### src/design/cpu_params.svh
`ifndef CPU_PARAMS_SVH
`define CPU_PARAMS_SVH

// Data path and instruction width
`define WORD_W 16

// Unified program and data memory
`define MEM_DEPTH 256
`define ADDR_W 8

// General purpose registers
`define REG_COUNT 8
`define REG_ADDR_W 3

// Cycles per instruction, fetch through writeback
`define PHASE_COUNT 5

`endif

### src/design/cpuPkg.sv
`include "cpu_params.svh"

package cpuPkg;

   typedef enum logic [2:0] {
      PH_IDLE,
      PH_FETCH,
      PH_DECODE,
      PH_EXEC,
      PH_MEM,
      PH_WB
   } phase_t;

   // Values follow the compute opcode field, HLT goes through the halt bit
   typedef enum logic [3:0] {
      OP_ADD  = 4'b0000,
      OP_SUB  = 4'b0001,
      OP_AND  = 4'b0010,
      OP_OR   = 4'b0011,
      OP_XOR  = 4'b0100,
      OP_CMP  = 4'b0101,
      OP_MOV  = 4'b0110,
      OP_SLL  = 4'b1000,
      OP_SLR  = 4'b1001, // Rotate left
      OP_SRL  = 4'b1010,
      OP_SRA  = 4'b1011,
      OP_IN   = 4'b1100,
      OP_OUT  = 4'b1101,
      OP_NONE = 4'b1111  // Not a compute op, ALU adds a and b
   } aluOp_t;

   typedef enum logic [2:0] {
      BR_NONE,
      BR_ALWAYS,
      BR_EQ,
      BR_LT,
      BR_LE,
      BR_NE
   } branch_t;

   typedef struct packed {
      logic s;
      logic z;
      logic c;
      logic v;
   } flags_t;

   typedef struct packed {
      logic regWrite;
      logic memWrite;
      logic outStrobe;
      logic halt;
      logic aSel;     // A operand from register, else zero for LI
      logic bSel;     // B operand from immediate, else register
      logic inputSel; // inData into the register file
      logic addrSel;  // Data address from the ALU
      logic loadSel;  // Memory data into the register file
      aluOp_t aluOp;
      branch_t branch;
      logic [`REG_ADDR_W-1:0] srcReg;
      logic [`REG_ADDR_W-1:0] dstReg;
      logic [`WORD_W-1:0] imm;
   } ctrlWord_t;

   typedef struct packed {
      logic we;
      logic [`ADDR_W-1:0] addr;
      logic [`WORD_W-1:0] data;
   } loadPort_t;

endpackage

### src/design/aluShifter.sv
`timescale 1ns/1ps
`include "cpu_params.svh"

module aluShifter (
   input  logic CLOCK,
   input  logic rstN,
   input  cpuPkg::phase_t phase,
   input  cpuPkg::aluOp_t op,
   input  logic [`WORD_W-1:0] a,
   input  logic [`WORD_W-1:0] b,
   input  logic [3:0] shamt,
   output logic [`WORD_W-1:0] result,
   output cpuPkg::flags_t flags
);

   // b is the destination side, so SUB gives b - a
   logic [`WORD_W:0] sum;
   logic [`WORD_W:0] diff;
   logic [`WORD_W:0] shiftLeft;
   logic [`WORD_W:0] shiftRight;
   logic signed [`WORD_W:0] shiftArith;
   logic [`WORD_W-1:0] rotated;
   logic carry;
   logic overflow;
   logic setsFlags;

   assign sum = {1'b0, b} + {1'b0, a};
   assign diff = {1'b0, b} - {1'b0, a}; // Top bit is the borrow
   assign shiftLeft = {1'b0, b} << shamt;
   assign shiftRight = {b, 1'b0} >> shamt;
   assign shiftArith = $signed({b, 1'b0}) >>> shamt;
   assign rotated = (b << shamt) | (b >> (`WORD_W - shamt));

   always_comb begin
      carry = 1'b0;
      overflow = 1'b0;
      case (op)
         cpuPkg::OP_ADD: begin
            result = sum[`WORD_W-1:0];
            carry = sum[`WORD_W];
            overflow = (a[`WORD_W-1] == b[`WORD_W-1]) &&
                       (result[`WORD_W-1] != b[`WORD_W-1]);
         end
         cpuPkg::OP_SUB, cpuPkg::OP_CMP: begin
            result = diff[`WORD_W-1:0];
            carry = diff[`WORD_W];
            overflow = (a[`WORD_W-1] != b[`WORD_W-1]) &&
                       (result[`WORD_W-1] != b[`WORD_W-1]);
         end
         cpuPkg::OP_AND: result = b & a;
         cpuPkg::OP_OR:  result = b | a;
         cpuPkg::OP_XOR: result = b ^ a;
         cpuPkg::OP_MOV: result = a;
         cpuPkg::OP_SLL: begin
            result = shiftLeft[`WORD_W-1:0];
            carry = shiftLeft[`WORD_W];
         end
         cpuPkg::OP_SLR: begin
            result = rotated;
            carry = (shamt != 4'd0) && rotated[0]; // Last bit wrapped around
         end
         cpuPkg::OP_SRL: begin
            result = shiftRight[`WORD_W:1];
            carry = shiftRight[0];
         end
         cpuPkg::OP_SRA: begin
            result = shiftArith[`WORD_W:1];
            carry = shiftArith[0];
         end
         default: result = sum[`WORD_W-1:0]; // Address and LI path
      endcase
   end

   assign setsFlags = op inside {cpuPkg::OP_ADD, cpuPkg::OP_SUB, cpuPkg::OP_AND,
                                 cpuPkg::OP_OR, cpuPkg::OP_XOR, cpuPkg::OP_CMP,
                                 cpuPkg::OP_SLL, cpuPkg::OP_SLR, cpuPkg::OP_SRL,
                                 cpuPkg::OP_SRA};

   always_ff @(posedge CLOCK) begin
      if (!rstN)
         flags <= '0;
      else if (phase == cpuPkg::PH_EXEC && setsFlags) begin
         flags.s <= result[`WORD_W-1];
         flags.z <= (result == '0);
         flags.c <= carry;
         flags.v <= overflow;
      end
   end

endmodule

### config.mk
export PLATFORM = sky130hd
export DESIGN_NAME = aluShifter
export DESIGN_NICKNAME = d
export VERILOG_FILES = /design/src/design/cpuPkg.sv /design/src/design/aluShifter.sv
export VERILOG_INCLUDE_DIRS = /design/src /design/src/design
export SDC_FILE = /design/constraint.sdc
export NUM_CORES = 1
export LEC_CHECK = 0
export BUFFER_PORTS_ARGS = -buffer_cell sky130_fd_sc_hd__buf_4
export CORE_MARGIN = 5
export CORE_UTILIZATION = 45
export DETAILED_ROUTE_END_ITERATION = 8
export HOLD_SLACK_MARGIN = 0.1
export PLACE_DENSITY_LB_ADDON = 0.08
export SYNTH_ARGS = -nofsm -noshare
export SYNTH_HDL_FRONTEND = slang
export SYNTH_SLANG_ARGS = --single-unit
### constraint.sdc
create_clock -name CLOCK -period 5.2 [get_ports CLOCK]
set_clock_uncertainty 0.1 [all_clocks]
set_input_delay 0 -clock CLOCK [delete_from_list [all_inputs] [get_ports CLOCK]]
set_output_delay 0 -clock CLOCK [all_outputs]
set_load 0.05 [all_outputs]
After elaboration in Yosys (flattened, before gate mapping):

Index checks and enable logic that the tools add are counted.

* $add $sub $neg: 3
* multiply operators: 0
* div/mod/pow operators: 0
* order comparisons: 0
* equal/unequal tests: 15
* shift operators: 5
* multiplexer cells: 3
* bitwise logic cells: 4
* reductions and logical operators: 9

Operators with widths (count)
* case mux 16 bit (9 select lines): 1
* OR 16 bit: 2
* right shift 16 x 32 -> 16 bit: 1
* adder 16 x 16 -> 17 bit: 1
* << shifter 16 x 4 -> 17 bit: 1
* right shift 17 x 4 -> 17 bit: 1
* >>> shifter 17 x 4 -> 17 bit: 1
* subtractor 16 x 16 -> 17 bit: 1
* AND 16 bit: 1
* equality test 4 bit (second input constant): 4
* logical NOT 16 bit: 1
* << shifter 16 x 4 -> 16 bit: 1
* bitwise XOR 16 bit: 1
* equality test 4 x 3 -> 1 bit (second input constant): 3
* nonzero test 10 bit: 1
* equality test 4 x 2 -> 1 bit (second input constant): 2
* case mux 1 bit (6 select lines): 1
* subtractor 5 x 4 -> 6 bit (first input constant): 1
* equality test 4 x 1 -> 1 bit (second input constant): 1
* logical AND 1 bit: 4
* logical NOT 4 bit: 1
* nonzero test 4 bit: 1
* equality test 3 x 2 -> 1 bit (second input constant): 1
* inequality test 1 bit: 3
* 3 further kinds: 3

* register bits after elaboration: 4
* latch bits: 0
* RAM bits: 0
* bits in read-only memories: 0
* input bits: 45
* output and inout bits: 20
* logic and storage cells: 43
* memories: 0

Depth between registers and ports, before layout:

Gate-level depths: netlist (run 1).

* depth in word-level cells: 5
* mapped depth: 17
* depth with buffers taken out: 12

Worst setup path after synthesis (run 1):

No wires, ideal clock.

* path type: input-to-reg
* start: input port shamt[0]
* end: register flags[2] (netlist name)
* library setup time: 0.118 ns
* arrival: 4.317 ns
* data required time: 4.982 ns
* setup slack: 0.665 ns
* cell stages on the path: 15
* buffers on the path: 6
* cell sequence: buf_6 -> buf_6 -> buf_2 -> inv_1 -> buf_1 -> ha_1 -> clkbuf_1 -> clkbuf_1 -> or4_1 -> o211ai_1 -> nor4_1 -> a311oi_1 -> a21boi_0 -> a211o_1 -> o21ai_1

* word-level cells in the longest chain between the ends: 5
* elaborated cells between the ends (all ways): 9
* classes of those cells: add/sub (1); shift (5); mux (1); bitwise (1); reduce/logical (1)

RTL lines
* start, declared: RTL line aluShifter.sv:11 `input logic [3:0] shamt,`
* subtractor 5 x 4 -> 6 bit (no source line)
* right shift 16 x 32 -> 16 bit: RTL line aluShifter.sv:32 `` assign rotated = (b << shamt) | (b >> (`WORD_W - shamt)); ``
* OR 16 bit: RTL line aluShifter.sv:32
* case mux 16 bit (9 select lines) *: RTL line aluShifter.sv:37 `case (op)`
* named net result[15]: RTL line aluShifter.sv:12 `` output logic [`WORD_W-1:0] result, ``
* logical NOT 16 bit *: RTL line aluShifter.sv:84 `flags.z <= (result == '0);`
* end, declared: RTL line aluShifter.sv:13 `output cpuPkg::flags_t flags`

The timed path passes the listed nets; every way through them passes the cells marked *.
A chain may end at the register's enable or synchronous reset.

Final worst setup path (run 1):

* start: input port shamt[1]
* end: register flags[2] (netlist name)

* word-level cells in the longest chain between the ends: 5
* elaborated cells between the ends (all ways): 9
* classes of those cells: add/sub (1); shift (5); mux (1); bitwise (1); reduce/logical (1)

RTL lines (RTL line)
* subtractor 5 x 4 -> 6 bit (no source line)
* right shift 16 x 32 -> 16 bit: aluShifter.sv:32
* OR 16 bit: aluShifter.sv:32
* case mux 16 bit (9 select lines) *: aluShifter.sv:37
* logical NOT 16 bit *: aluShifter.sv:84

Mark *: on every way between the ends. The rest lies on a longest branch, timed or not.

==> results.toml, run 1 <==
[route]
wirelength_um = 26400
wl_per_cell_um = 27.8
drt_iter0_markers = 1107
viasPerCell = 7.32
vias = 6942
dr.pass1.iters = 5
ant_nets = 0
route.detailed.drc = 0

[grt]
met1_usage_pct = 46.8
overflow = 0
grt_pass1_vias = 6228
grt_usage_pct = 34.1
grt_pass1_wl_um = 38900
use_met2_pct = 54.1
grt_max_degree = 58
busiest_layer = "met2"
antenna_found_initial = 0
grt_util_met3_pct = 6.87

[worst_setup_path]
critical_path_class = "in -> reg"
cp.arrival_ps = 4180
timing.rr.start = "flags[1]"
end_kind = "flip-flop"
startpoint_type = "input port"
r2r_cells = 2
r2r_setup_slack_ps = 4410
cp.required_ps = 5260
crit_start = "shamt[1]"
critPathMaxFanout = 20
r2r_end = "flags[1]"

[timing]
rsz0062_at_grt = "false"
layout_worst_path_cycle_share_pct = 79.2
final-setup-viol-count = 0
whs_ps = 285
period_minus_slack_ps = 4120
setup_ws_ps = 1080
worst_slew_pin_slew_ps = 975
finalHoldViolCount = 0
tns_ps = 0
max_freq_mhz = 243
slew_headroom_pct = 34.1
slew_viol_final = 0

[min_path]
min_from = "a[14]"
holdPathStages = 7
hp-class = "in -> reg"
hold_path_end = "flags[2]"

[placement]
gp_congestion = 1.08
dp.cells = 944
dp_hpwl_um = 20100
placed_cell_area_um2 = 6070
dp_slack_ps = 932
numPortBuffers = 64

[cts]
numCtsBuffers = 3
cts_tree = "built"
clock_latency_ps = 220
post_cts_resized = 0
clk_pin_slew_ps = 30
h-tree-depth = 1
clkSinkCount = 4
hold_buffers = 1
cts_root_buf = "clkbuf_16"
postCtsSetupBuffers = 0
clk_path_buf_depth = 2

[floorplan]
die_x_um = 122
die_area_um2 = 14800
die_h_um = 122
core.rowCount = 40
pin_count = 65
initial_utilization_pct = 46.3
core_um2 = 12100

[final_layout]
fin_cells = 948
final_common_cell = "buf_4"
largest_reg_flops = 4
drive_gt1_share_pct = 17.3
top_register = "flags"
nets = 879
syn_to_final_growth_pct = 9.76
layout_common_cells = "buf_4, nor2_1, inv_1"
postLayoutCellArea_um2 = 6150
reg_top3 = "flags (4)"
num_antenna_cells = 0

[synth]
ys_seq_elements = 4
syn_avg_cell_area_um2 = 7.25
syn-num-nets = 870
synth_area_um2 = 5600
synth-seq-area-share_pct = 1.43
synthArstFlopShare_pct = 0
synth_edf_count = 0
ys_types = 84
yosysWarnings = 0
netlist_instances = 773
synthFlopType = "dfxtp_1"

[power_and_ir_drop]
vdd_drop_max_mv = 0.101
cellPowerDensity_nw_per_um2 = 152
leakage_nw = 2.58

[status]
status = "completed"

[flow_run]
max_cap_viol_count = 0
[worst max path at each step]
stage	endpoint
floorplan	flags[2]
global placement	flags[2]
detailed placement	flags[2]
CTS	flags[2]
global route	flags[2]
finish	flags[2]
[synthesized netlist by cell type, drive strengths merged, types with 4 or more instances]
library cell  number  area share (%)
xnor2              4            0.63
a311oi             5            0.78
a211oi            11             1.5
a21oi             44             3.9
a211o              5            0.78
or2                5            0.56
a31oi              6            0.67
dfxtp              4             1.4
mux4              28              12
o31ai              8             1.1
o21ai             38             3.4
or4               10             1.4
mux2i             37             6.6
and2               6            0.67
o221a              4            0.80
ha                50              11
o32ai              5            0.78
o22ai             11             1.2
a2111oi            5            0.78
nor2b              7            0.78
o31a               5            0.78
a21o              10             1.3
o21bai             5            0.67
nand2             46             3.1
nor4               9             1.0
o2bb2ai            4            0.63
o2111ai            5            0.78
clkbuf            51             3.4
nand3             19             1.7
nor3              22             2.0
nor2              72             4.8
or3               13             1.5
a221o              7             1.3
a221oi            12             1.9
buf               20             2.0
o21a               8             1.1
nand3b             6            0.80
nand2b            15             1.7
inv               57             3.8
and3               5            0.56
mux2              18             3.6
o211ai             7            0.94
a22oi             14             1.9
[report_power, final]
group          internal, mW  switching, mW  leakage (nW)
combinational         0.276          0.507          2.51
clock                0.0983         0.0218        0.0370
sequential           0.0314       0.000261        0.0323
total                 0.406          0.529          2.58
[layer usage]
| layer | routed length [um] | up-vias | share of wire, % |
|---|---|---|---|
| met5 | 0 | - | 0 |
| met2 | 11600 | 550 | 44 |
| met4 | 1040 | 0 | 3.9 |
| li1 | - | 2984 | - |
| met1 | 10400 | 3337 | 40 |
| met3 | 3290 | 71 | 12 |
[kinds of logic (layout without fill, tap and decap cells)]
group / count (synthesis) / count (layout) / synth area share, %
adders and majority gates: 52 / 52 / 11.9
and+or+nand+nor: 254 / 254 / 23.6
DFF: 4 / 4 / 1.43
AOI/OAI and AO/OA: 245 / 245 / 31.2
buffers and inverters: 130 / 137 / 9.38
muxes: 83 / 83 / 21.7
xor gates and xnor gates: 5 / 5 / 0.781
[layout make-up]
type / instances / area [um^2]
clock buffers: 3 / 75.1
fillers: 1239 / 5960
inverters: 59 / 221
multi-input cells: 639 / 5000
flip-flops and latches: 4 / 80.1
well taps: 168 / 210
repair buffers: 75 / 566
[metrics by stage]
stage / power, mW / util (%)
6_report: 0.935 / 50.8
5_1_grt: 0.977 / 50.8
4_1_cts: 0.912 / 50.8
3_5_place_dp: 0.787 / 50.1
3_3_place_gp: 0.782 / 50.1
2_1_floorplan: 0.548 / -
[critical path: stages]
cell and delay [ps]:
buf_4 260, clkinv_1 140, ha_1 310, xor2_1 750, mux2i_1 250, mux2i_1 330, nor2_1 90, or4_4 540
or4b_1 470, or4_1 530, a2111o_1 380, o21ai_1 130
Note: power is estimated with default switching activity, not from simulation.
==> inputs of run 2 (changes only) <==
--- a/config.mk
+++ b/config.mk
@@ -6,6 +6,7 @@
 export SDC_FILE = /design/constraint.sdc
 export NUM_CORES = 1
 export LEC_CHECK = 0
+export ABC_AREA = 1
 export BUFFER_PORTS_ARGS = -buffer_cell sky130_fd_sc_hd__buf_4
 export CORE_MARGIN = 5
 export CORE_UTILIZATION = 45
==> constraint.sdc (replaced) <==
create_clock -name CLOCK -period 3.5 [get_ports CLOCK]
set_clock_uncertainty 0.1 [all_clocks]
set_input_delay 0 -clock CLOCK [delete_from_list [all_inputs] [get_ports CLOCK]]
set_output_delay 0 -clock CLOCK [all_outputs]
set_load 0.05 [all_outputs]
==> results.toml, run 2 <==
[status]
status = "completed"

[synth]
yosysTopAreaCell = "nand2_1"
syn-num-nets = 1236
synthFlopType = "dfxtp_1"
synth_fa_ha_area_share_pct = 11.9
yosysWarnings = 0
syn_avg_cell_area_um2 = 4.92
synthSimpleGateAreaFrac_pct = 62.1
synth_most_common_cell = "nand2_1"
synth_area_um2 = 5610
synth_top_family_by_area = "simple AND/OR/NAND/NOR gates"
synth_xor_area_share_pct = 1.52
ys_seq_elements = 4
yosys-top-cells-area = "nand2_1, nand3_1, ha_1"
synth_edf_count = 0
synth-compound-area-share_pct = 9.30
muxShareOfSynthArea_pct = 0
ys_top_cells_by_count = "nand2_1, nand3_1, inv_1"
synth-seq-area-share_pct = 1.43
netlist_instances = 1139
ys_types = 40
synth_top_area_share_pct = 27.2
synthArstFlopShare_pct = 0

[power_and_ir_drop]
leakage_nw = 3.53
finalPower_mw = 1.32
vdd_drop_max_mv = 0.155
cellPowerDensity_nw_per_um2 = 214

[route]
drt_iter0_markers = 1119
viasPerCell = 5.75
route.detailed.drc = 0
wl_per_cell_um = 18.2
wirelength_um = 24400
ant_nets = 0
dr.pass1.iters = 6
vias = 7700

[timing]
slew_headroom_pct = 33.9
final-setup-viol-count = 0
whs_ps = 146
setup_ws_ps = 767
max_freq_mhz = 366
slew_viol_final = 0
layout_worst_path_cycle_share_pct = 78.1
tns_ps = 0
worst_slew_pin_slew_ps = 988
period_minus_slack_ps = 2730
finalHoldViolCount = 0
rsz0062_at_grt = "false"

[grt]
grt_pass1_vias = 6579
grt_usage_pct = 31.8
grt_max_degree = 37
antenna_found_initial = 0
overflow = 0
grt_pass1_wl_um = 36800

[cts]
postCtsSetupBuffers = 0
post_cts_resized = 0
clk_pin_slew_ps = 30
clkSinkCount = 4
cts_root_buf = "clkbuf_16"
clk_path_buf_depth = 2
cts_tree = "built"
numCtsBuffers = 3
clock_latency_ps = 230
h-tree-depth = 1

[final_layout]
final_common_cell = "nand2_1"
fillers = 1443
multi_input_area_um2 = 4760
drive_gt1_share_pct = 10.1
top_register = "flags"
largest_reg_flops = 4
regArea_um2 = 80.1
reg_top3 = "flags (4)"
num_antenna_cells = 0
syn_to_final_growth_pct = 10.2
nets = 1270
final_core_util_pct = 51.0
postLayoutCellArea_um2 = 6180
layout_common_cells = "nand2_1, nand3_1, inv_1"
fin_cells = 1339

[worst_setup_path]
critical_path_class = "in -> reg"
startpoint_type = "input port"
cp.required_ps = 3560
cp.arrival_ps = 2790
end_kind = "flip-flop"
critPathMaxFanout = 18

[placement]
gp_congestion = 1.02
dp_slack_ps = 686
dp_hpwl_um = 19800
numPortBuffers = 64
placed_cell_area_um2 = 6100
dp.cells = 1335

[floorplan]
die_x_um = 122
core_um2 = 12100
initial_utilization_pct = 46.3
core.rowCount = 40
die_area_um2 = 14800
pin_count = 65
die_h_um = 122

[flow_run]
max_cap_viol_count = 0

[min_path]
hp-class = "in -> reg"
## run 2: layer usage
layer | track usage, % | wire (um) | vias up
li1 | - | - | 3739
met3 | 5.94 | 2870 | 50
met2 | 46.9 | 9940 | 495
met5 | 0 | 0 | -
met1 | 46.5 | 10700 | 3416
met4 | 9.87 | 905 | 0
## run 2: timing repair
item / in CTS / in global routing
hold buffers: 1 / 0
hold endpoints to repair: 4 / 0
setup endpoints to repair: 0 / 0
## run 2: final timing paths
check	cells after the start	from	end	slack, ps
setup / recovery	15	shamt[0]	flags[2]	770
setup reg to reg	2	flags[0]	flags[0]	2740
hold / removal	5	phase[2]	flags[1]	150
hold reg to reg	2	flags[1]	flags[1]	380
## run 2: cells by family after synthesis
family,Yosys count
AND/OR/NAND/NOR,797
adder cells (fa/ha/maj),52
flip-flops,4
AO/OA/AOI/OAI,96
buffers and inverters,182
XOR/XNOR,8
## run 2: area by class of cell
cell class / instances / area share, %
inverter: 141 / 8.60
multi-input combinational: 953 / 76.9
sequential: 4 / 1.30
clock buffer: 3 / 1.21
timing repair buffer: 70 / 8.54
tap: 168 / 3.40
## run 2: critical path, cell delays in order
cell,delay [ps]
buf_4,220
inv_4,160
ha_1,620
inv_2,260
o21ai_1,220
nand2_1,90
nand3_1,100
nand2_1,60
nor2_1,140
nand4_1,190
nor2_1,140
nand2_1,60
nor2_1,260
nand3_1,140
a21oi_1,130
## run 2: report_power, final
part           switching, mW  internal (mW)  leakage [nW]  total (mW)
Combinational          0.773          0.322          3.46        1.09
Sequential          0.000526         0.0471        0.0324      0.0476
Clock                 0.0334          0.146        0.0370       0.180
