File: src/design/cpu_params.svh
`ifndef CPU_PARAMS_SVH
`define CPU_PARAMS_SVH

// Data path and instruction width
`define WORD_W 16

// Unified program and data memory
`define MEM_DEPTH 256
`define ADDR_W 8

// General purpose registers
`define REG_COUNT 8
`define REG_ADDR_W 3

// Cycles per instruction, fetch through writeback
`define PHASE_COUNT 5

`endif

File: src/design/cpuPkg.sv
`include "cpu_params.svh"

package cpuPkg;

   typedef enum logic [2:0] {
      PH_IDLE,
      PH_FETCH,
      PH_DECODE,
      PH_EXEC,
      PH_MEM,
      PH_WB
   } phase_t;

   // Values follow the compute opcode field, HLT goes through the halt bit
   typedef enum logic [3:0] {
      OP_ADD  = 4'b0000,
      OP_SUB  = 4'b0001,
      OP_AND  = 4'b0010,
      OP_OR   = 4'b0011,
      OP_XOR  = 4'b0100,
      OP_CMP  = 4'b0101,
      OP_MOV  = 4'b0110,
      OP_SLL  = 4'b1000,
      OP_SLR  = 4'b1001, // Rotate left
      OP_SRL  = 4'b1010,
      OP_SRA  = 4'b1011,
      OP_IN   = 4'b1100,
      OP_OUT  = 4'b1101,
      OP_NONE = 4'b1111  // Not a compute op, ALU adds a and b
   } aluOp_t;

   typedef enum logic [2:0] {
      BR_NONE,
      BR_ALWAYS,
      BR_EQ,
      BR_LT,
      BR_LE,
      BR_NE
   } branch_t;

   typedef struct packed {
      logic s;
      logic z;
      logic c;
      logic v;
   } flags_t;

   typedef struct packed {
      logic regWrite;
      logic memWrite;
      logic outStrobe;
      logic halt;
      logic aSel;     // A operand from register, else zero for LI
      logic bSel;     // B operand from immediate, else register
      logic inputSel; // inData into the register file
      logic addrSel;  // Data address from the ALU
      logic loadSel;  // Memory data into the register file
      aluOp_t aluOp;
      branch_t branch;
      logic [`REG_ADDR_W-1:0] srcReg;
      logic [`REG_ADDR_W-1:0] dstReg;
      logic [`WORD_W-1:0] imm;
   } ctrlWord_t;

   typedef struct packed {
      logic we;
      logic [`ADDR_W-1:0] addr;
      logic [`WORD_W-1:0] data;
   } loadPort_t;

endpackage

File: src/design/controlUnit.sv
`timescale 1ns/1ps
`include "cpu_params.svh"

module controlUnit (
   input  logic CLOCK,
   input  logic rstN,
   input  cpuPkg::phase_t phase,
   input  logic [`WORD_W-1:0] instr,
   output cpuPkg::ctrlWord_t ctrl
);

   localparam cpuPkg::ctrlWord_t ctrlNop = '{
      aluOp: cpuPkg::OP_NONE,
      branch: cpuPkg::BR_NONE,
      default: '0
   };

   cpuPkg::ctrlWord_t decoded;

   always_comb begin
      decoded = ctrlNop;
      decoded.aSel = 1'b1;
      decoded.srcReg = instr[13:11];
      decoded.dstReg = instr[10:8];
      decoded.imm = {{(`WORD_W-8){instr[7]}}, instr[7:0]};
      case (instr[15:14])
         2'b00: begin // LD ra,d(rb)
            decoded.srcReg = instr[10:8]; // Base
            decoded.dstReg = instr[13:11];
            decoded.bSel = 1'b1;
            decoded.addrSel = 1'b1;
            decoded.loadSel = 1'b1;
            decoded.regWrite = 1'b1;
         end
         2'b01: begin // ST ra,d(rb)
            decoded.srcReg = instr[10:8];
            decoded.dstReg = instr[13:11]; // Store data read on port B
            decoded.bSel = 1'b1;
            decoded.addrSel = 1'b1;
            decoded.memWrite = 1'b1;
         end
         2'b10: begin
            case (instr[13:11])
               3'b000: begin // LI rb,d
                  decoded.aSel = 1'b0;
                  decoded.bSel = 1'b1;
                  decoded.regWrite = 1'b1;
               end
               3'b100: decoded.branch = cpuPkg::BR_ALWAYS;
               3'b111: begin
                  case (instr[10:8])
                     3'b000: decoded.branch = cpuPkg::BR_EQ;
                     3'b001: decoded.branch = cpuPkg::BR_LT;
                     3'b010: decoded.branch = cpuPkg::BR_LE;
                     3'b011: decoded.branch = cpuPkg::BR_NE;
                     default: ;
                  endcase
               end
               default: ;
            endcase
         end
         default: begin // Compute class
            case (instr[7:4])
               4'b0000, 4'b0001, 4'b0010, 4'b0011, 4'b0100, 4'b0110,
               4'b1000, 4'b1001, 4'b1010, 4'b1011: begin
                  decoded.aluOp = cpuPkg::aluOp_t'(instr[7:4]);
                  decoded.regWrite = 1'b1;
               end
               4'b0101: decoded.aluOp = cpuPkg::OP_CMP; // Flags only
               4'b1100: begin
                  decoded.aluOp = cpuPkg::OP_IN;
                  decoded.inputSel = 1'b1;
                  decoded.regWrite = 1'b1;
               end
               4'b1101: begin
                  decoded.aluOp = cpuPkg::OP_OUT;
                  decoded.outStrobe = 1'b1;
               end
               4'b1111: decoded.halt = 1'b1;
               default: ;
            endcase
         end
      endcase
   end

   // Control word held from decode through writeback
   always_ff @(posedge CLOCK) begin
      if (!rstN)
         ctrl <= ctrlNop;
      else if (phase == cpuPkg::PH_DECODE)
         ctrl <= decoded;
   end

   noWriteClash: assert property (@(posedge CLOCK) disable iff (!rstN)
      !(ctrl.regWrite && ctrl.memWrite));

endmodule

File: config.mk
export PLATFORM = sky130hd
export DESIGN_NAME = controlUnit
export DESIGN_NICKNAME = d
export VERILOG_FILES = /design/src/design/cpuPkg.sv /design/src/design/controlUnit.sv
export VERILOG_INCLUDE_DIRS = /design/src /design/src/design
export SDC_FILE = /design/constraint.sdc
export NUM_CORES = 1
export LEC_CHECK = 0
export BUFFER_PORTS_ARGS = -buffer_cell sky130_fd_sc_hd__buf_4
export CAP_MARGIN = 15
export CORE_MARGIN = 4
export CORE_UTILIZATION = 46
export CTS_CLUSTER_SIZE = 10
export DETAILED_ROUTE_END_ITERATION = 8
export GPL_TIMING_DRIVEN = 0
export PLACE_DENSITY = 0.84
export SYNTH_ARGS = -nofsm -noshare
export SYNTH_HDL_FRONTEND = slang
export SYNTH_SLANG_ARGS = --single-unit
File: constraint.sdc
create_clock -name CLOCK -period 1.5 [get_ports CLOCK]
set_clock_uncertainty 0.2 [all_clocks]
set_input_delay 0.225 -clock CLOCK [delete_from_list [all_inputs] [get_ports CLOCK]]
set_output_delay 0.225 -clock CLOCK [all_outputs]
set_load 0.05 [all_outputs]
==> Yosys cells after proc, flatten, opt, wreduce, memory -nomap -nowiden <==
Index checks and enable logic that the tools add are counted.
{ "word_totals": {"out_inout_bits": 38, "mem_count": 0, "in_bits": 21, "mem_bits_rw": 0, "latch_bits": 0, "ff_bits": 30, "mem_bits_ro": 0} }
{ "op_classes": {"reduce_logical": 8, "eq_ne": 21, "bitwise_logic": 0, "shifts": 0, "add_sub_neg": 0, "muxes": 20, "div_mod_pow": 0, "n_lt_le_gt_ge": 0, "mul": 0} }
{ "ops": {"columns": ["operator", "n"], "rows": [
  ["$eq 4x4->1 const B", 7],
  ["$pmux 4 s4", 1],
  ["$eq 4x3->1 const B", 3],
  ["$pmux 3 s4", 1],
  ["$reduce_or 11->1", 1],
  ["$mux 1", 10],
  ["$reduce_or 10->1", 1],
  ["$eq 3x2->1 const B", 3],
  ["$eq 4x2->1 const B", 2],
  ["$eq 3x3->1 const B", 2],
  ["$logic_not 3->1", 2],
  ["$mux 6", 1],
  ["$pmux 3 s2", 1],
  ["$eq 4x1->1 const B", 1],
  ["$logic_not 4->1", 1],
  ["$mux 2", 2],
  ["$mux 4", 1],
  ["$eq 3x1->1 const B", 1],
  ["$mux 3", 1],
  ["$pmux 1 s3", 1],
  ["$reduce_or 3->1", 1],
  ["$eq 2x1->1 const B", 1],
  ["$eq 2x2->1 const B", 1],
  ["$logic_not 2->1", 1],
  ["other kinds (2)", 2]
]} }

==> Logic depth before layout (Yosys ltp) <==
Gate-level depths: netlist of run 1.
{ "logic_depth": {"ltp_word": 4, "mapped_depth": 5, "ltp_nobuf": 3} }

==> Least setup slack after synthesis of run 1 <==
Ideal clock, no wire load.
{ "synth_path": {"path_type": "reg2out", "startpoint": "register ctrl[7] (netlist name)", "endpoint": "output port ctrl[10] (netlist bit)", "arrival_ps": 1050, "path_buffers": 1, "slack_ps": 25, "stages_incl_launch_ff": 2, "path_cell_list": "dfxtp_1 > buf_4"} }
{ "synth_rtl": {"columns": ["item", "line_no", "source"], "rows": [
  ["end: declaration", "controlUnit.sv:9", "output cpuPkg::ctrlWord_t ctrl"]
]} }
No word-level cell between the ends.

==> Worst setup path after layout of run 1 <==
{ "layout_path": {"startpoint": "register ctrl[7] (netlist name)", "endpoint": "output port ctrl[9] (netlist bit)"} }
No word-level cell between the ends.

==> results of run 1 <==
==> cells in the mapped netlist, types with 2 or more instances <==
| master | count |
|---|---|
| sky130_fd_sc_hd__nand2_1 | 32 |
| sky130_fd_sc_hd__a21boi_1 | 15 |
| sky130_fd_sc_hd__nand3_1 | 3 |
| sky130_fd_sc_hd__nand4b_1 | 3 |
| sky130_fd_sc_hd__buf_4 | 9 |
| sky130_fd_sc_hd__clkbuf_1 | 3 |
| sky130_fd_sc_hd__nor3_2 | 2 |
| sky130_fd_sc_hd__mux2i_1 | 6 |
| sky130_fd_sc_hd__buf_2 | 5 |
| sky130_fd_sc_hd__nor4_1 | 2 |
| sky130_fd_sc_hd__dfxtp_1 | 30 |
| sky130_fd_sc_hd__a21o_1 | 2 |
| sky130_fd_sc_hd__a21oi_1 | 3 |
| sky130_fd_sc_hd__nor2_1 | 7 |
| sky130_fd_sc_hd__o211a_1 | 8 |
| sky130_fd_sc_hd__o21ai_0 | 2 |
| sky130_fd_sc_hd__o21ai_1 | 4 |
| sky130_fd_sc_hd__nand4_1 | 2 |
| sky130_fd_sc_hd__buf_6 | 2 |
| sky130_fd_sc_hd__and3b_1 | 2 |
| sky130_fd_sc_hd__and3_1 | 3 |
==> tightest hold or removal path, stage by stage <==
cell,delay [ns]
sky130_fd_sc_hd__buf_4,0.12
sky130_fd_sc_hd__nand4_1,0.08
sky130_fd_sc_hd__a21boi_1,0.06
==> how the worst max path moves through the flow <==
stage | start | end | slack, ns | cells after the start
after global routing | ctrl[7]$_SDFFE_PN0N_ | ctrl[9] | -0.007 | 2
final | ctrl[7]$_SDFFE_PN0N_ | ctrl[9] | 0.05 | 2
after detailed placement | phase[0] | ctrl[21]$_SDFFE_PN0N_ | -0.04 | 6
after CTS | ctrl[7]$_SDFFE_PN0N_ | ctrl[13] | 0.00006 | 2
after floorplan | ctrl[7]$_SDFFE_PN0N_ | ctrl[10] | 0.03 | 1
after global placement | phase[0] | ctrl[28]$_SDFFE_PN1N_ | -0.009 | 4
==> final cells by class <==
type | instances | area, µm²
fillers | 236 | 806
multi-input cells | 103 | 654
flip-flops and latches | 30 | 604
repair buffers | 65 | 531
plain buffers | 19 | 126
clock buffers | 7 | 45.0
well taps | 31 | 38.8
==> report_power, final <==
part | leakage (µW) | switching [µW] | internal [µW]
Sequential | 0.000245 | 14.5 | 818
Combinational | 0.000714 | 216 | 148
Clock | 0.0000254 | 250 | 176
==> metrics by stage <==
step | util (%) | setup TNS [ns] | total power (µW)
global placement | 65.9 | -0.0125 | 1190
CTS | 70.4 | 0 | 1640
global route | 71.3 | -0.00710 | 1710
finish | 71.3 | 0 | 1620
detailed placement | 65.9 | -0.0478 | 1190
floorplan | - | 0 | 1060
==> metal layers <==
layer	global-route usage, %	up-vias
met2	33.8	56
met1	21.6	621
met5	0	-
met3	7.55	6
li1	-	666
met4	6.61	0
==> kinds of logic (layout without fill, tap and decap cells) <==
group	Yosys count	in the layout
DFF	30	30
and+or+nand+nor	61	61
muxes	6	6
AOI/OAI and AO/OA	36	36
buffers and inverters	19	91
==> timing repair <==
item | 4_1_cts | 5_1_grt
cloned | 0 | 0
gates resized for setup | 1 | 7
endpoints found under the hold margin | 11 | 0
hold buffers | 8 | 0
setup endpoints to repair | 9 | 8
==> results.md, run 1 <==
| Result | Value |
|:---|:---|
| Post-synthesis cell count | 152 |
| Standard cell core area | 2810 µm² |
| Slew of the pin with the lowest slew margin | 0.417 ns |
| DRT Wirelength | 3660 µm |
| Pin count of the biggest net entering global routing | 11 |
| Time the worst path needs with I/O delays and setup | 1.45 ns |
| Io pins | 59 |
| Highest-count cells in the layout ignoring fill and taps | 60 x sky130_fd_sc_hd__buf_4, 32 x sky130_fd_sc_hd__nand2_1, 29 x sky130_fd_sc_hd__dfxtp_1, 15 x sky130_fd_sc_hd__a21boi_1 |
| DR WL met2 | 1760 µm |
| Routed met3 length | 288 µm |
| Reported max-cap violation count | 0 |
| Placed cell count | 240 |
| Die Area | 3940 µm² |
| Final-layout worst hold slack | 0.0108 ns |
| Critical path launch point type | flop |
| FF+latch count, synth | 30 |
| Share of the synthesized netlist area taken by xor and xnor gates | 0% |
| Number of pins with negative max-slew slack in the final report | 0 |
| Area of placed instances | 1850 µm² |
| Global router's overall resource usage | 19.5% |
| Fraction of the cycle the final worst path needs | 96.6% |
| CTS max path bufs | 2 |
| CP most frequent cell | sky130_fd_sc_hd__buf_4 |
| Crit-path max cell delay | 0.40 ns |
| Setup slack after placement | -0.0420 ns |
| Via count of the first global-routing pass | 1,343 |
| Crit-path max FO | 10 |
| DIE HEIGHT | 62.8 µm |
| P per Cell Area | 812 nW/µm² |
| Class of the most critical hold timing path | input port to flop |
| WL per Instance | 14.3 µm |
| Number of buffers and inverters on the critical path | 2 |
| Setup slack of the worst register-to-register path | 0.59 ns |
| Adder-cell area share of the yosys netlist | 0% |
| Register bank with the most flops | ctrl |
| Slowest CP cell | sky130_fd_sc_hd__dfxtp_4 |
| Top routing layer in use | met4 |
| Total Nets Final | 245 |
| Via density per instance | 5.29 |
| First-pass GRT wire length | 6150 µm |
| Clock tree sinks | 30 |
| Placement Rows | 19 |
| Dominant combinational cell family by area after synthesis | simple AND/OR/NAND/NOR gates |
| Number of cells on the worst reg-to-reg path | 2 |
| Post-synthesis share of cell area spent on and, or, nand and nor gates | 23.4% |
| Capture point of the worst reg-to-reg path | ctrl[37]$_SDFFE_PN0N_ |
| Most used DFF post-synth | sky130_fd_sc_hd__dfxtp_1 |
| Launch point of the worst reg-to-reg path | ctrl[37]$_SDFFE_PN0N_ |
| Flip-flop count of the largest register after layout | 30 |
| Share of synthesized area spent on multiplexers | 4.35% |
| End point of the worst hold path | ctrl[24]$_SDFFE_PN0N_ |
| Final Hold Vio Count | 0 |
| Met1 Routed Length | 1560 µm |
| Count of final setup violators | 0 |
| Final Instance Count excl. Fillers | 255 |
| Path type of the worst setup path | flop to primary output |
| Die width | 62.8 µm |
| Area delta synth->final | 44.7% |
| Initial DRC count | 39 |
| Number of buffers added by the clock tree synthesis step | 5 |
| Fmax achieved | 0.690 GHz |
| Pre-antenna DRT Iters | 4 |
| Sequential share of the synthesized area | 43.5% |
| Clock latency of the later-clocked register in the worst-skew pair | 0.32 ns |
| Smallest setup slack after layout | 0.0509 ns |
| Synth warn | 0 |
| Largest registers in the final layout | ctrl x30 |
| CTS tree | yes |
| Synth Area per Inst | 9.09 µm² |
| Most common cell after layout, fill and taps aside | sky130_fd_sc_hd__buf_4 |
| Worst slew margin | 72.2% |
| Number of antenna violations at the first check in global routing | 0 |
| Mapped Nets | 173 |
| Gate family responsible for the most delay along the worst path | flip-flops |
| Library cell occupying the most area in the post-synthesis netlist | sky130_fd_sc_hd__dfxtp_1 |
| Standby leakage power | 0.000984 µW |
| Area of all placed cells without fillers | 2000 µm² |
| Count of cell types in the netlist | 28 |
| Final antenna diode count | 0 |
| Count of vias placed by the detailed router | 1,349 |
| Quantity of I/O buffers inserted on ports | 57 |
| Post-synthesis async set-or-reset flop share | 0% |
| H-Tree Level Count | 2 |
| Chain of cells forming the critical path | buf_4 -> buf_4 |
| Post-CTS setup buffer count | 0 |
| DR DRC count | 0 |
| Dominant cells by area after synthesis | sky130_fd_sc_hd__dfxtp_1 43%, sky130_fd_sc_hd__nand2_1 8.7%, sky130_fd_sc_hd__a21boi_1 8.2% |
| Detailed placer's ending HPWL | 2660 µm |
| Worst voltage drop across the vdd grid | 579 µV |
| Synth Area in Compound Gates | 19.7% |
| Global placer's final weighted congestion | 0.889 |
| Synth top area share | 43.5% |
| Instance count along the most critical hold path | 3 |
| Number of flops mapped to enable cells by yosys | 0 |
| Hold Startpoint | instr[9] |
| Required time of the worst setup path | 1.07 ns |
| Share of final-layout standard cells stronger than drive strength 1 | 37.9% |
| Antenna-violating nets left | 0 |
| Clock transition at the registers of the reported paths | 0.08 ns |
| Synthesized area | 1380 µm² |
| Category of the worst setup path capture point | primary output |
| Leftover overflow at the end of global routing | 0 |
| Root Buffer | sky130_fd_sc_hd__clkbuf_4 |
| Run status | completed |
| Signal arrival time at the worst endpoint | 1.02 ns |
| Starting utilization of the core area | 49.2% |
(Power assumes the default switching activity.)
==> inputs of run 2 (changes only) <==
==> constraint.sdc (replaced) <==
create_clock -name CLOCK -period 1.5 [get_ports CLOCK]
set_clock_uncertainty 0.2 [all_clocks]
set_input_delay 0.15 -clock CLOCK [delete_from_list [all_inputs] [get_ports CLOCK]]
set_output_delay 0.15 -clock CLOCK [all_outputs]
set_load 0.05 [all_outputs]
==> results.md, run 2 (synthesized netlist as in run 1, its figures left out) <==
| Result | Value | Delta |
|:---|:---|:---|
| Clock network fraction of design power | 26.3% | about the same |
| DIE HEIGHT | 62.8 µm | unchanged |
| Total Nets Final | 251 | was 245 |
| Pre-antenna DRT Iters | 4 | unchanged |
| Global router's overall resource usage | 20.1% | was 19.5% |
| Critical path launch point type | flop | unchanged |
| Crit-path max FO | 10 | unchanged |
| Standard cell core area | 2810 µm² | unchanged |
| H-Tree Level Count | 2 | unchanged |
| Layout filler cell count | 229 | was 236 |
| Via count of the first global-routing pass | 1,376 | was 1,343 |
| Class of the most critical hold timing path | input port to flop | unchanged |
| DRT Wirelength | 3660 µm | about the same |
| Final antenna diode count | 0 | unchanged |
| Global placer's final weighted congestion | 0.889 | unchanged |
| Standby leakage power | 0.00100 µW | was 0.000984 µW |
| Net switching share of the total power | 29.6% | about the same |
| Pin count of the biggest net entering global routing | 11 | unchanged |
| Signal arrival time at the worst endpoint | 1.05 ns | was 1.02 ns |
| Smallest setup slack after layout | 0.0978 ns | was 0.0509 ns |
| Share of final-layout standard cells stronger than drive strength 1 | 37.0% | was 37.9% |
| Starting utilization of the core area | 49.2% | unchanged |
| Worst voltage drop across the vdd grid | 616 µV | was 579 µV |
| Final Instance Count excl. Fillers | 261 | was 255 |
| Quantity of I/O buffers inserted on ports | 57 | unchanged |
| CTS max path bufs | 2 | unchanged |
| Largest registers in the final layout | ctrl x30 | unchanged |
| Storage cell area | 602 µm² | was 604 µm² |
| Fraction of the cycle the final worst path needs | 93.5% | was 96.6% |
| CP most frequent cell | sky130_fd_sc_hd__buf_4 | unchanged |
| Clock latency of the later-clocked register in the worst-skew pair | 0.32 ns | about the same |
| Required time of the worst setup path | 1.15 ns | was 1.07 ns |
| Number of antenna violations at the first check in global routing | 0 | unchanged |
| Fmax achieved | 0.713 GHz | was 0.690 GHz |
| Count of vias placed by the detailed router | 1,363 | was 1,349 |
| Count of final setup violators | 0 | unchanged |
| Crit-path max cell delay | 0.41 ns | was 0.40 ns |
| Time the worst path needs with I/O delays and setup | 1.40 ns | was 1.45 ns |
| Final Hold Vio Count | 0 | unchanged |
| Final-layout worst hold slack | 0.0227 ns | was 0.0108 ns |
| Root Buffer | sky130_fd_sc_hd__clkbuf_4 | unchanged |
| Initial DRC count | 43 | was 39 |
| DR DRC count | 0 | unchanged |
| Die width | 62.8 µm | unchanged |
| Antenna-violating nets left | 0 | unchanged |
| WL per Instance | 14.0 µm | was 14.3 µm |
| Slew of the pin with the lowest slew margin | 0.414 ns | was 0.417 ns |
| Placement Rows | 19 | unchanged |
| Io pins | 59 | unchanged |
| Chain of cells forming the critical path | buf_4 -> buf_4 | unchanged |
| Area delta synth->final | 47.3% | was 44.7% |
| Category of the worst setup path capture point | primary output | unchanged |
| First-pass GRT wire length | 6320 µm | was 6150 µm |
| P per Cell Area | 804 nW/µm² | was 812 nW/µm² |
| Run status | completed | unchanged |
| Path type of the worst setup path | flop to primary output | unchanged |
| Detailed placer's ending HPWL | 2660 µm | unchanged |
| Worst slew margin | 72.4% | was 72.2% |
| Part of the power in registers | 51.0% | was 51.3% |
| Register bank with the most flops | ctrl | unchanged |
| Combined area of the multi-input logic cells | 654 µm² | unchanged |
| Setup slack after placement | 0.0330 ns | was -0.0420 ns |
| Int Power | 1150 µW | was 1140 µW |
| Logic pwr share | 22.7% | was 22.4% |
| CTS tree | yes | unchanged |
| Flip-flop count of the largest register after layout | 30 | unchanged |
| Clock transition at the registers of the reported paths | 0.08 ns | about the same |
| Setup repair after global routing missed its margin | false |  |
| Slowest CP cell | sky130_fd_sc_hd__dfxtp_2 | was sky130_fd_sc_hd__dfxtp_4 |
| Number of pins with negative max-slew slack in the final report | 0 | unchanged |
| Final Power | 1640 µW | was 1620 µW |
| Via density per instance | 5.22 | was 5.29 |
| Reported max-cap violation count | 0 | unchanged |
| Leftover overflow at the end of global routing | 0 | unchanged |
| Die Area | 3940 µm² | unchanged |
| Placed cell count | 240 | unchanged |
| Clock tree sinks | 30 | unchanged |
| Post-CTS setup buffer count | 0 | unchanged |
| Reported net switching power | 485 µW | was 481 µW |
| Highest-count cells in the layout ignoring fill and taps | 66 x sky130_fd_sc_hd__buf_4, 32 x sky130_fd_sc_hd__nand2_1, 29 x sky130_fd_sc_hd__dfxtp_1, 15 x sky130_fd_sc_hd__a21boi_1, 14 x sky130_fd_sc_hd__dlygate4sd3_1 | was 60 x sky130_fd_sc_hd__buf_4, 32 x sky130_fd_sc_hd__nand2_1, 29 x sky130_fd_sc_hd__dfxtp_1, 15 x sky130_fd_sc_hd__a21boi_1 |
| Aggregate negative setup slack | 0 ns | unchanged |
| Number of buffers added by the clock tree synthesis step | 5 | unchanged |
| Most common cell after layout, fill and taps aside | sky130_fd_sc_hd__buf_4 | unchanged |
## run 2: cell types whose count changed in the layout (fill, tap and decap cells not counted)
cell,delta
sky130_fd_sc_hd__dlygate4sd3_1,+6
sky130_fd_sc_hd__dfxtp_2,+1
sky130_fd_sc_hd__buf_4,+6
sky130_fd_sc_hd__dfxtp_4,-1
sky130_fd_sc_hd__buf_6,-6
## run 2: final timing paths
path                         start                    end  slack [ns]  cells after the start
max           ctrl[7]$_SDFFE_PN0N_               ctrl[12]         0.1                      2
min                      instr[12]  ctrl[20]$_SDFFE_PN0N_        0.02                      4
max reg2reg  ctrl[37]$_SDFFE_PN0N_  ctrl[37]$_SDFFE_PN0N_        0.59                      2
min reg2reg  ctrl[36]$_SDFFE_PN0N_  ctrl[36]$_SDFFE_PN0N_        0.25                      2
## run 2: per-stage QoR
stage                     area, µm²  utilization (%)
after global placement         1850             65.9
after floorplan                1380                -
after global routing           2030             72.5
final                          2030             72.5
after CTS                      2030             72.5
after detailed placement       1850             65.9
## run 2: area by class of cell
type | count | share of cell area, %
Tap cell | 31 | 1.91
Sequential cell | 30 | 29.6
Clock buffer | 7 | 2.21
Multi-Input combinational cell | 103 | 32.2
Buffer | 19 | 6.21
Timing Repair Buffer | 71 | 27.9
## run 2: timing repair
item	in CTS	in global routing
setup endpoints to repair	8	0
hold endpoints to repair	24	0
hold buffers	14	0
resized for setup	1	0
## run 2: worst max-delay path: cells and delay by family (launching register included)
family | cells | cell delay, ns
flops | 1 | 0.41
buf+inv | 2 | 0.31
## run 2: power groups by stage
stage | logic (µW) | registers (µW) | clock network [µW]
5_1_grt | 397 | 838 | 488
4_1_cts | 372 | 834 | 446
2_1_floorplan | 132 | 932 | 0
3_3_place_gp | 337 | 851 | 0
3_5_place_dp | 342 | 853 | 0
6_report | 372 | 834 | 429
## run 2: metal layers
metal	global-route usage [%]	share of wire, %	vias to the layer above
met5	0	0	-
met4	6.61	1.3	0
met3	7.55	8.2	6
met2	36.0	49	55
met1	21.6	41	622
li1	-	-	680
==> inputs of run 3 (changes only) <==
--- a/config.mk
+++ b/config.mk
@@ -9,11 +9,11 @@
 export BUFFER_PORTS_ARGS = -buffer_cell sky130_fd_sc_hd__buf_4
 export CAP_MARGIN = 15
 export CORE_MARGIN = 4
-export CORE_UTILIZATION = 46
+export CORE_UTILIZATION = 45
 export CTS_CLUSTER_SIZE = 10
 export DETAILED_ROUTE_END_ITERATION = 8
 export GPL_TIMING_DRIVEN = 0
-export PLACE_DENSITY = 0.84
+export PLACE_DENSITY = 0.83
 export SYNTH_ARGS = -nofsm -noshare
 export SYNTH_HDL_FRONTEND = slang
 export SYNTH_SLANG_ARGS = --single-unit
==> results.md, run 3 (synthesized netlist as in run 1, its figures left out) <==
| Result | Value | Delta |
|:---|:---|:---|
| Run status | completed | unchanged |
| CTS tree | yes | unchanged |
| Starting utilization of the core area | 48.4% | was 49.2% |
| Number of buffers and inverters on the critical path | 2 | unchanged |
| Register bank with the most flops | ctrl | unchanged |
| Time the worst path needs with I/O delays and setup | 1.39 ns | was 1.40 ns |
| Io pins | 59 | unchanged |
| Final-layout worst hold slack | 0.0566 ns | was 0.0227 ns |
| Area of placed instances | 1850 µm² | unchanged |
| Share of final-layout standard cells stronger than drive strength 1 | 36.6% | was 37.0% |
| Number of pins with negative max-slew slack in the final report | 0 | unchanged |
| Hold Startpoint | phase[2] | was instr[12] |
| Final Hold Vio Count | 0 | unchanged |
| Standby leakage power | 0.00101 µW | was 0.00100 µW |
| Antenna-violating nets left | 0 | unchanged |
| Count of final setup violators | 0 | unchanged |
| Smallest setup slack after layout | 0.106 ns | was 0.0978 ns |
| Clock latency of the later-clocked register in the worst-skew pair | 0.31 ns | was 0.32 ns |
| Number of buffers added by the clock tree synthesis step | 5 | unchanged |
| P per Cell Area | 791 nW/µm² | was 804 nW/µm² |
| Setup repair after global routing missed its margin | false | unchanged |
| Via count of the first global-routing pass | 1,371 | was 1,376 |
| Initial DRC count | 32 | was 43 |
| Required time of the worst setup path | 1.15 ns | about the same |
| DR DRC count | 0 | unchanged |
| Fraction of the cycle the final worst path needs | 92.9% | was 93.5% |
| Flip-flop count of the largest register after layout | 30 | unchanged |
| Reported max-cap violation count | 0 | unchanged |
| Worst voltage drop across the vdd grid | 577 µV | was 616 µV |
| CTS max path bufs | 2 | unchanged |
| Number of antenna violations at the first check in global routing | 0 | unchanged |
| Via density per instance | 5.20 | was 5.22 |
| Clock tree sinks | 30 | unchanged |
| Detailed placer's ending HPWL | 2500 µm | was 2660 µm |
| Total Nets Final | 253 | was 251 |
| Die width | 63.4 µm | was 62.8 µm |
| Slew of the pin with the lowest slew margin | 0.390 ns | was 0.414 ns |
| Standard cell core area | 2850 µm² | was 2810 µm² |
| Root Buffer | sky130_fd_sc_hd__clkbuf_4 | unchanged |
| Most common cell after layout, fill and taps aside | sky130_fd_sc_hd__buf_4 | unchanged |
| Storage cell area | 602 µm² | unchanged |
| Leftover overflow at the end of global routing | 0 | unchanged |
| Pin count of the biggest net entering global routing | 11 | unchanged |
| Chain of cells forming the critical path | buf_4 -> buf_4 | unchanged |
| Slowest CP cell | sky130_fd_sc_hd__dfxtp_2 | unchanged |
| Gate family responsible for the most delay along the worst path | flip-flops | unchanged |
| Global router's overall resource usage | 19.0% | was 20.1% |
| Quantity of I/O buffers inserted on ports | 57 | unchanged |
| Critical path launch point type | flop | unchanged |
| Class of the most critical hold timing path | input port to flop | unchanged |
| Clock transition at the registers of the reported paths | 0.08 ns | about the same |
| Combined area of the multi-input logic cells | 663 µm² | was 654 µm² |
| Global placer's final weighted congestion | 0.902 | was 0.889 |
| Final Core Density | 72.3% | was 72.5% |
| Crit-path max FO | 10 | unchanged |
| Area delta synth->final | 49.4% | was 47.3% |
| Signal arrival time at the worst endpoint | 1.04 ns | was 1.05 ns |
| Aggregate negative setup slack | 0 ns | unchanged |
| Pre-antenna DRT Iters | 5 | was 4 |
| Die Area | 4020 µm² | was 3940 µm² |
| Count of vias placed by the detailed router | 1,367 | was 1,363 |
| DRT Wirelength | 3520 µm | was 3660 µm |
| CP most frequent cell | sky130_fd_sc_hd__buf_4 | unchanged |
| Highest-count cells in the layout ignoring fill and taps | 66 x sky130_fd_sc_hd__buf_4, 32 x sky130_fd_sc_hd__nand2_1, 29 x sky130_fd_sc_hd__dfxtp_1, 16 x sky130_fd_sc_hd__dlygate4sd3_1, 15 x sky130_fd_sc_hd__a21boi_1 | was 66 x sky130_fd_sc_hd__buf_4, 32 x sky130_fd_sc_hd__nand2_1, 29 x sky130_fd_sc_hd__dfxtp_1, 15 x sky130_fd_sc_hd__a21boi_1, 14 x sky130_fd_sc_hd__dlygate4sd3_1 |
| Launch point of the worst reg-to-reg path | ctrl[7]$_SDFFE_PN0N_ | was ctrl[37]$_SDFFE_PN0N_ |
| Area of all placed cells without fillers | 2060 µm² | was 2030 µm² |
| First-pass GRT wire length | 6040 µm | was 6320 µm |
| Layout filler cell count | 224 | was 229 |
| Final antenna diode count | 0 | unchanged |
| CP startpoint | ctrl[7]$_SDFFE_PN0N_ | unchanged |
| WL per Instance | 13.4 µm | was 14.0 µm |
| Largest registers in the final layout | ctrl x30 | unchanged |
| Worst slew margin | 74.0% | was 72.4% |
| Category of the worst setup path capture point | primary output | unchanged |
| DIE HEIGHT | 63.4 µm | was 62.8 µm |
| H-Tree Level Count | 2 | unchanged |
| Crit-path max cell delay | 0.42 ns | was 0.41 ns |
| Path type of the worst setup path | flop to primary output | unchanged |
| Setup slack after placement | 0.0418 ns | was 0.0330 ns |
| Fmax achieved | 0.717 GHz | was 0.713 GHz |
| Placement Rows | 19 | unchanged |
run 3: power breakdown:
group,internal [µW],switching [µW],leakage [µW]
registers,820,13.8,0.000244
logic,159,218,0.000745
clock network,176,246,0.0000254
total,1150,478,0.00101
run 3: metrics by stage:
step | power (µW) | cells
after floorplan | 1060 | 152
after global placement | 1190 | 240
after detailed placement | 1190 | 240
after CTS | 1650 | 263
after global routing | 1730 | 263
final | 1630 | 263
run 3: layout make-up:
class,count,area share (%)
Timing Repair Buffer,73,28.5
Tap cell,31,1.88
Sequential cell,30,29.2
Buffer,19,6.12
Multi-Input combinational cell,103,32.1
Clock buffer,7,2.18
run 3: worst paths after layout:
path	end	slack [ns]	depth (start not counted)
worst max-delay path	ctrl[11]	0.11	2
worst min-delay path	ctrl[25]$_SDFFE_PN1N_	0.06	4
worst max register to register	ctrl[7]$_SDFFE_PN0N_	0.62	2
worst min register to register	ctrl[34]$_SDFFE_PN0N_	0.25	2
run 3: repair_timing:
action | CTS | global route
endpoints found under the hold margin | 25 | 0
cloned | 0 | 0
buffers inserted | 0 | 0
endpoints found under the setup margin | 8 | 2
hold buffers | 16 | 0
gates resized for setup | 1 | 1
run 3: routing by layer:
layer	up-vias	routed length, µm	track usage, %
met3	5	310	7.99
met2	60	1710	32.3
met4	0	28	7.28
li1	682	-	-
met1	620	1470	20.7
met5	-	0	0
run 3: tightest hold or removal path, stage by stage:
cell and delay [ns]:
sky130_fd_sc_hd__buf_4 0.09, sky130_fd_sc_hd__or3b_4 0.14, sky130_fd_sc_hd__nor4_1 0.05, sky130_fd_sc_hd__o21ai_1 0.10
